<file path="config.mk">
export PLATFORM = sky130hd
export DESIGN_NAME = wishbone_interconnect
export DESIGN_NICKNAME = d
export VERILOG_FILES = /design/src/source/experiar_soc_pkg.sv /design/src/source/wishbone_interconnect.sv
export VERILOG_INCLUDE_DIRS = /design/src /design/src/source
export SDC_FILE = /design/constraint.sdc
export NUM_CORES = 1
export LEC_CHECK = 0
export ABC_AREA = 1
export BUFFER_PORTS_ARGS = -buffer_cell sky130_fd_sc_hd__clkbuf_2
export CORE_AREA = 5 5 149 151
export DETAILED_ROUTE_END_ITERATION = 7
export DIE_AREA = 0 0 154 156
export GPL_TIMING_DRIVEN = 0
export PLACE_DENSITY = 0.49
export SYNTH_ARGS = -nofsm -noshare
export SYNTH_HDL_FRONTEND = slang
export SYNTH_SLANG_ARGS = --single-unit
</file>
<file path="constraint.sdc">
create_clock -name wb_clk_i -period 1.2 [get_ports wb_clk_i]
set_input_delay 0.12 -clock wb_clk_i [delete_from_list [all_inputs] [get_ports wb_clk_i]]
set_output_delay 0.12 -clock wb_clk_i [all_outputs]
set_load 0.02 [all_outputs]
</file>
<file path="src/source/experiar_config.svh">
`ifndef EXPERIAR_CONFIG_SVH
`define EXPERIAR_CONFIG_SVH

// Host bus widths
`define WB_ADR_W 28
`define WB_DAT_W 32
`define WB_SEL_W 4

// Address as seen by one slave
`define SLAVE_ADR_W 24

// Region bits that pick the slave
`define SLAVE_IDX_HI 27
`define SLAVE_IDX_LO 24

// One bank is 512 words of 32 bits
`define SRAM_ADDRESS_SIZE 9

`define CORE_MEM_BANKS 2
`define VIDEO_MEM_BANKS 4

`endif

</file>
<file path="src/source/experiar_soc_pkg.sv">
`include "experiar_config.svh"

package experiar_soc_pkg;

	// Slave picked by the region bits of the host address
	typedef enum logic [1:0] {
		SLAVE_CORE0_MEM = 2'd0,
		SLAVE_CORE1_MEM = 2'd1,
		SLAVE_VIDEO_MEM = 2'd2,
		SLAVE_NONE      = 2'd3
	} slave_sel_e;

	// Bus payload
	typedef logic [`WB_DAT_W-1:0] wb_data_t;

	// Byte lanes
	typedef logic [`WB_SEL_W-1:0] wb_sel_t;

	// Slave side address, region bits stripped
	typedef logic [`SLAVE_ADR_W-1:0] slave_adr_t;

endpackage

</file>
<file path="src/source/wishbone_interconnect.sv">
`timescale 1ns/1ps
`include "experiar_config.svh"

module wishbone_interconnect (
	input  logic                             wb_clk_i,
	input  logic                             reset_i,

	// Host port
	input  logic                             wb_cyc_i,
	input  logic                             wb_stb_i,
	input  logic                             wb_we_i,
	input  experiar_soc_pkg::wb_sel_t        wb_sel_i,
	input  logic [`WB_ADR_W-1:0]             wb_adr_i,
	input  experiar_soc_pkg::wb_data_t       wb_dat_i,
	output logic                             wb_ack_o,
	output logic                             wb_err_o,
	output logic                             wb_stall_o,
	output experiar_soc_pkg::wb_data_t       wb_dat_o,

	// Core 0 memory on slave 0
	input  logic                             s0_ack_i,
	input  logic                             s0_err_i,
	input  experiar_soc_pkg::wb_data_t       s0_dat_i,
	output logic                             s0_cyc_o,
	output logic                             s0_stb_o,
	output logic                             s0_we_o,
	output experiar_soc_pkg::wb_sel_t        s0_sel_o,
	output experiar_soc_pkg::slave_adr_t     s0_adr_o,
	output experiar_soc_pkg::wb_data_t       s0_dat_o,

	// Core 1 memory on slave 1
	input  logic                             s1_ack_i,
	input  logic                             s1_err_i,
	input  experiar_soc_pkg::wb_data_t       s1_dat_i,
	output logic                             s1_cyc_o,
	output logic                             s1_stb_o,
	output logic                             s1_we_o,
	output experiar_soc_pkg::wb_sel_t        s1_sel_o,
	output experiar_soc_pkg::slave_adr_t     s1_adr_o,
	output experiar_soc_pkg::wb_data_t       s1_dat_o,

	// Video memory on slave 2
	input  logic                             s2_ack_i,
	input  logic                             s2_err_i,
	input  experiar_soc_pkg::wb_data_t       s2_dat_i,
	output logic                             s2_cyc_o,
	output logic                             s2_stb_o,
	output logic                             s2_we_o,
	output experiar_soc_pkg::wb_sel_t        s2_sel_o,
	output experiar_soc_pkg::slave_adr_t     s2_adr_o,
	output experiar_soc_pkg::wb_data_t       s2_dat_o,

	output experiar_soc_pkg::slave_sel_e     probe_current_slave_o
);

	experiar_soc_pkg::slave_sel_e  dest;
	experiar_soc_pkg::slave_sel_e  last_dest_q;
	experiar_soc_pkg::slave_adr_t  slave_adr;
	logic                          accept;
	logic                          pending_q;

	// Region decode
	always_comb begin
		case (wb_adr_i[`SLAVE_IDX_HI:`SLAVE_IDX_LO])
			4'd0:    dest = experiar_soc_pkg::SLAVE_CORE0_MEM;
			4'd1:    dest = experiar_soc_pkg::SLAVE_CORE1_MEM;
			4'd2:    dest = experiar_soc_pkg::SLAVE_VIDEO_MEM;
			default: dest = experiar_soc_pkg::SLAVE_NONE;
		endcase
	end

	// Hold off a switch to another slave while a response is due
	assign wb_stall_o = wb_cyc_i && wb_stb_i && pending_q && (dest != last_dest_q);
	assign accept     = wb_cyc_i && wb_stb_i && !wb_stall_o;

	always_ff @(posedge wb_clk_i) begin
		if (reset_i) begin
			pending_q   <= 1'b0;
			last_dest_q <= experiar_soc_pkg::SLAVE_NONE;
		end else begin
			pending_q <= accept;
			if (accept) begin
				last_dest_q <= dest;
			end
		end
	end

	assign slave_adr = wb_adr_i[`SLAVE_ADR_W-1:0];

	// Only the selected slave sees the cycle and the strobe
	assign s0_cyc_o = wb_cyc_i && (dest == experiar_soc_pkg::SLAVE_CORE0_MEM);
	assign s1_cyc_o = wb_cyc_i && (dest == experiar_soc_pkg::SLAVE_CORE1_MEM);
	assign s2_cyc_o = wb_cyc_i && (dest == experiar_soc_pkg::SLAVE_VIDEO_MEM);
	assign s0_stb_o = accept && (dest == experiar_soc_pkg::SLAVE_CORE0_MEM);
	assign s1_stb_o = accept && (dest == experiar_soc_pkg::SLAVE_CORE1_MEM);
	assign s2_stb_o = accept && (dest == experiar_soc_pkg::SLAVE_VIDEO_MEM);

	// Request fields fan out to every slave
	assign s0_we_o  = wb_we_i;
	assign s1_we_o  = wb_we_i;
	assign s2_we_o  = wb_we_i;
	assign s0_sel_o = wb_sel_i;
	assign s1_sel_o = wb_sel_i;
	assign s2_sel_o = wb_sel_i;
	assign s0_adr_o = slave_adr;
	assign s1_adr_o = slave_adr;
	assign s2_adr_o = slave_adr;
	assign s0_dat_o = wb_dat_i;
	assign s1_dat_o = wb_dat_i;
	assign s2_dat_o = wb_dat_i;

	// Response comes from whoever took last cycle's request
	always_comb begin
		wb_ack_o = 1'b0;
		wb_err_o = 1'b0;
		wb_dat_o = '0;
		if (pending_q) begin
			case (last_dest_q)
				experiar_soc_pkg::SLAVE_CORE0_MEM: begin
					wb_ack_o = s0_ack_i;
					wb_err_o = s0_err_i;
					wb_dat_o = s0_dat_i;
				end
				experiar_soc_pkg::SLAVE_CORE1_MEM: begin
					wb_ack_o = s1_ack_i;
					wb_err_o = s1_err_i;
					wb_dat_o = s1_dat_i;
				end
				experiar_soc_pkg::SLAVE_VIDEO_MEM: begin
					wb_ack_o = s2_ack_i;
					wb_err_o = s2_err_i;
					wb_dat_o = s2_dat_i;
				end
				// Unmapped region answers err by itself
				default: wb_err_o = 1'b1;
			endcase
		end
	end

	assign probe_current_slave_o = last_dest_q;

	// At most one slave is strobed or answering in any cycle
	one_slave_strobe: assert property (
		@(posedge wb_clk_i) disable iff (reset_i)
		$onehot0({s0_stb_o || s0_ack_i || s0_err_i,
			s1_stb_o || s1_ack_i || s1_err_i,
			s2_stb_o || s2_ack_i || s2_err_i})
	);

	ack_err_exclusive: assert property (
		@(posedge wb_clk_i) disable iff (reset_i)
		!(wb_ack_o && wb_err_o)
	);

endmodule
</file>
# Word-level counts from Yosys, hierarchy flattened
# Index checks and enable logic that the tools add are counted.
[word_totals] n_memories=0 elab_cells=30 latch_bits=0 in_bits=171 output_inout_bits=226 ff_bits=3 ramBits=0 mem_bits_ro=0
[op_classes] shifts=0 magnitude_cmp=0 add_sub_neg=0 n_mul=0 reduce_logical=14 n_eq_ne=7 muxes=7 n_div=0 n_bitwise=0
[op_table] op="$pmux 32 s3" count=1
[op_table] op="$mux 32" count=1
[op_table] op="$logic_and 1x1->1" count=10
[op_table] op="$pmux 1 s3" count=2
[op_table] op="$pmux 2 s3" count=1
[op_table] op="$eq 2x1->1 const B" count=2
[op_table] op="$eq 2x2->1 const B" count=2
[op_table] op="$eq 4x1->1 const B" count=1
[op_table] op="$eq 4x2->1 const B" count=1
[op_table] op="$logic_not 2->1" count=2
[op_table] op="$logic_not 4->1" count=1
[op_table] op="$mux 1" count=2
[op_table] op="$ne 2x2->1" count=1
[op_table] op="$logic_not 1->1" count=1

# Longest topological paths before layout
[depth] word_depth=7 ltp_mapped=9 mapped_depth_nobuf=9

# Worst setup path before layout
# Ideal clock, no wire load.
[synth_path] kind="flip-flop to output port" startpoint="reg last_dest_q[1], in the netlist probe_current_slave_o[1]" endpoint="out s0_stb_o" path_stages_with_launch=7 t_required_ns=1.080 path_slack_ns=-0.262 path_buffers=0 arrival_ns=1.342 path_cell_list="dfxtp_1 nand2_1 nand2_1 nand2_1 nand2_2 nand2_2 nor3_1"
[synth_via] elab_chain_cells=5
[synth_lines] element="from (decl)" line="wishbone_interconnect.sv:57" text="experiar_soc_pkg::slave_sel_e last_dest_q;"
[synth_lines] element="from (signal assigned)" line="wishbone_interconnect.sv:79" text="last_dest_q <= experiar_soc_pkg::SLAVE_NONE;"
[synth_lines] element="from (signal assigned)" line="wishbone_interconnect.sv:83" text="last_dest_q <= dest;"
[synth_lines] element="$ne 2x2->1" line="wishbone_interconnect.sv:73" text="assign wb_stall_o = wb_cyc_i && wb_stb_i && pending_q && (dest != last_dest_q);"
[synth_lines] element="$logic_and 1x1->1" line="wishbone_interconnect.sv:73"
[synth_lines] element="$logic_not 1->1" line="wishbone_interconnect.sv:74" text="assign accept = wb_cyc_i && wb_stb_i && !wb_stall_o;"
[synth_lines] element="$logic_and 1x1->1" line="wishbone_interconnect.sv:74"
[synth_lines] element="$logic_and 1x1->1" line="wishbone_interconnect.sv:94" text="assign s0_stb_o = accept && (dest == experiar_soc_pkg::SLAVE_CORE0_MEM);"
[synth_lines] element="to (decl)" line="wishbone_interconnect.sv:25" text="output logic s0_stb_o,"
# No other way between the ends.

# Worst setup path after layout
[layout_path] startpoint="reg last_dest_q[0], in the netlist probe_current_slave_o[0]" endpoint="out wb_dat_o[12]"
[layout_via] elab_chain_cells=3 elab_cells_between_ends=5 cone_classes="eq/ne: 2; mux: 2; reduce/logical: 1"
[layout_lines] element="$eq 2x2->1, or another cell as far along" line="wishbone_interconnect.sv:118" text="case (last_dest_q)"
[layout_lines] element="$pmux 32 s3 (*)" line="wishbone_interconnect.sv:118"
[layout_lines] element="$mux 32 (*)" line="wishbone_interconnect.sv:117" text="if (pending_q) begin"
[layout_lines] element="to (decl)" line="wishbone_interconnect.sv:18" text="output experiar_soc_pkg::wb_data_t wb_dat_o,"
# Mark *: on every way between the ends. The rest lies on a longest branch, timed or not.

==> metrics.txt <==
drt wl/cell=about 13 um; most frequent cells in the layout=clkbuf_2, buf_4, nand2_1; met1 GRT Util=0.1057; Placer Congestion=0.7229; share of cells above drive strength 1=0.8527; Sink Count=3; drt pass-1 iters=4; final wirelength=around 14 mm; # setup viols final=40; Syn Inst Count=between 400 and 500; hold path start=reset_i; Vias/cell=3.467; detailed placement HPWL=11.28 mm; Setup CP Type=reg2out; synthesized area=around 0.0025 mm2; Period minus WS final=1.558 ns; pre-CTS setup slack=-0.5142 ns; PwrDens=between 400 and 500 mW/mm2; data required time of the worst path=1.08 ns; Ports=roughly 400; FMAX=0.6418 GHz; Syn Nets=slightly above 600; Slew Limit Fails=0; placed insts=~1100; RSZ-0062 raised after global routing=yes; grt total ovfl=0; Synthesis Warnings=0; Multi-input gate area=between 0.001 and 0.0015 mm2; Critical R2R Launch=probe_current_slave_o[1]; most common cell after layout, fill and taps aside=clkbuf_2; htree depth=1; Worst-Margin Slew=approximately 0.23 ns; vias in the first global route=~3800; busiest grt layer=met2; clk slew on worst S/H paths=approximately 0.03 ns; crit path launch type=flip-flop; Min-Delay Path Class=in2reg; # DRC=0; Vias=3731; Mean Syn Cell Area=around 5.7 um2; Worst Setup End Kind=output port; status=finished with violations; crit path from=probe_current_slave_o[0]; PortBufs=roughly 340; Non-Filler Instances=roughly 1100; Initial DRC Count=82; Overall Power=~2.6 mW; failing checks=setup timing; antenna cells=0; Setup WS post-layout=-0.3581 ns; total CTS buffers=3; gr usage total=0.1009; Clock power frac=0.205; Worst Hold Slack=0.07151 ns; Yosys cell types=14; GR Layer Usage met3=0.02663; met2 Use GR=0.2045; Clk Latency, worst-skew pair=0.23 ns; register area=67.56 um2; clk root buf=clkbuf_16; Sw Ratio=0.4233; ANT nets after route=0; # nets final=between 900 and 1000; Seq/Total Area, Yosys=0.02385; Core ar.=a little over 0.02 mm2; # rows=53; CTS tree=built; Post-Route Utilization=0.2822; combinational fraction of design power=0.750; Layout fillers=~2300; Die W=between 150 and 200 um; maximum vdd drop=about 0.36 mV; Max FO, Critical Path=6; largest net degree at the start of global routing=11; starting density of the core=0.1217; P_sw=about 1.1 mW; CTS max path bufs=2; die height=156 um; clk_skew=approximately 0.0021 ns; Internal Power=~1.5 mW; max-cap violations=0; Leakage=approximately 3.8 nW; final worst-path cycle share=1.298; die area=0.02402 mm2; #FFs+latches synth=3; antenna violations before repair=0; Area growth, synth to finish=131.8%; crit path DAT=1.44 ns; final hold violation count=0; first-pass GRT wire length=19.78 mm; cts-stage hold buffer count=0; sequential power share=0.045; Rel. slew slack=0.8488
-- worst paths after layout --
| path | cells after the start | slack, ns | end |
|---|---|---|---|
| hold / removal | 2 | 0.07 | pending_q |
| hold reg to reg | 2 | 0.54 | probe_current_slave_o[0] |
| setup reg to reg | 9 | 0 | probe_current_slave_o[0] |
| setup / recovery | 8 | -0.36 | wb_dat_o[12] |
-- power by group through the flow --
stage               logic [mW]  clock network (mW)  registers, mW
global placement          1.69                   0          0.118
floorplan                 1.11                   0          0.120
global route              2.11               0.562          0.119
detailed placement        1.69                   0          0.118
CTS                       1.92               0.535          0.118
finish                    1.97               0.538          0.118
-- per-layer routing --
layer,part of all wire,vias up
met4,0.0076,0
met2,0.57,190
li1,-,1863
met3,0.091,11
met1,0.33,1667
met5,0,-
-- cells by family (layout without fill, tap and decap cells) --
group	count (synthesis)	after routing	synth area share
compound gates	1	1	0.001985
simple gates	200	200	0.3284
buf+inv	241	597	0.6458
flops	3	3	0.02385
-- cell usage after synthesis --
master     n  share of area
inv_2      3         0.0045
buf_4    192           0.57
buf_1      3         0.0045
buf_2      1         0.0020
nor2_1     4         0.0060
nand2_1  145           0.22
nand2_2    4         0.0099
nor2_4     1         0.0045
nand3_1   41          0.081
dfxtp_1    3          0.024
inv_1     42          0.063
nor2_2     1         0.0025
nor3_1     4         0.0079
o21ai_0    1         0.0020
-- per-stage QoR --
| stage | area (um2) | TNS (ns) |
|---|---|---|
| 2_1_floorplan | 2534 | -0.02068 |
| 3_3_place_gp | 4554 | -13.20 |
| 3_5_place_dp | 4554 | -13.33 |
| 4_1_cts | 5463 | -12.07 |
| 5_1_grt | 5839 | -14.78 |
| 6_report | 5839 | -11.71 |
-- worst max-delay path, stage by stage, from the launching register on --
cell and delay [ns]:
dfxtp_4 0.37, nor2_4 0.17, buf_8 0.16, clkbuf_16 0.17, nand2_4 0.04, nand3_2 0.05
nand2_1 0.05, inv_1 0.07, clkbuf_8 0.14
-- flip-flops by register name, summed over array words and instances, names as in the netlist --
signal	count
probe_current_slave_o	2
pending_q	1
-- area by class of cell --
| type | instances | share of cell area |
|---|---|---|
| plain buffers | 196 | 0.2657 |
| clock buffers | 4 | 0.01350 |
| inverters | 45 | 0.03407 |
| multi-input cells | 201 | 0.2233 |
| flip-flops and latches | 3 | 0.01157 |
| well taps | 275 | 0.05892 |
| repair buffers | 352 | 0.3930 |
-- timing repair --
action,in CTS,in global routing
resized for setup,160,141
gates cloned,5,2
endpoints found under the setup margin,38,41
setup buffers,10,4
pin swaps,15,31
hold endpoints to repair,0,0
No activity file was read; power rests on OpenSTA's default activity.
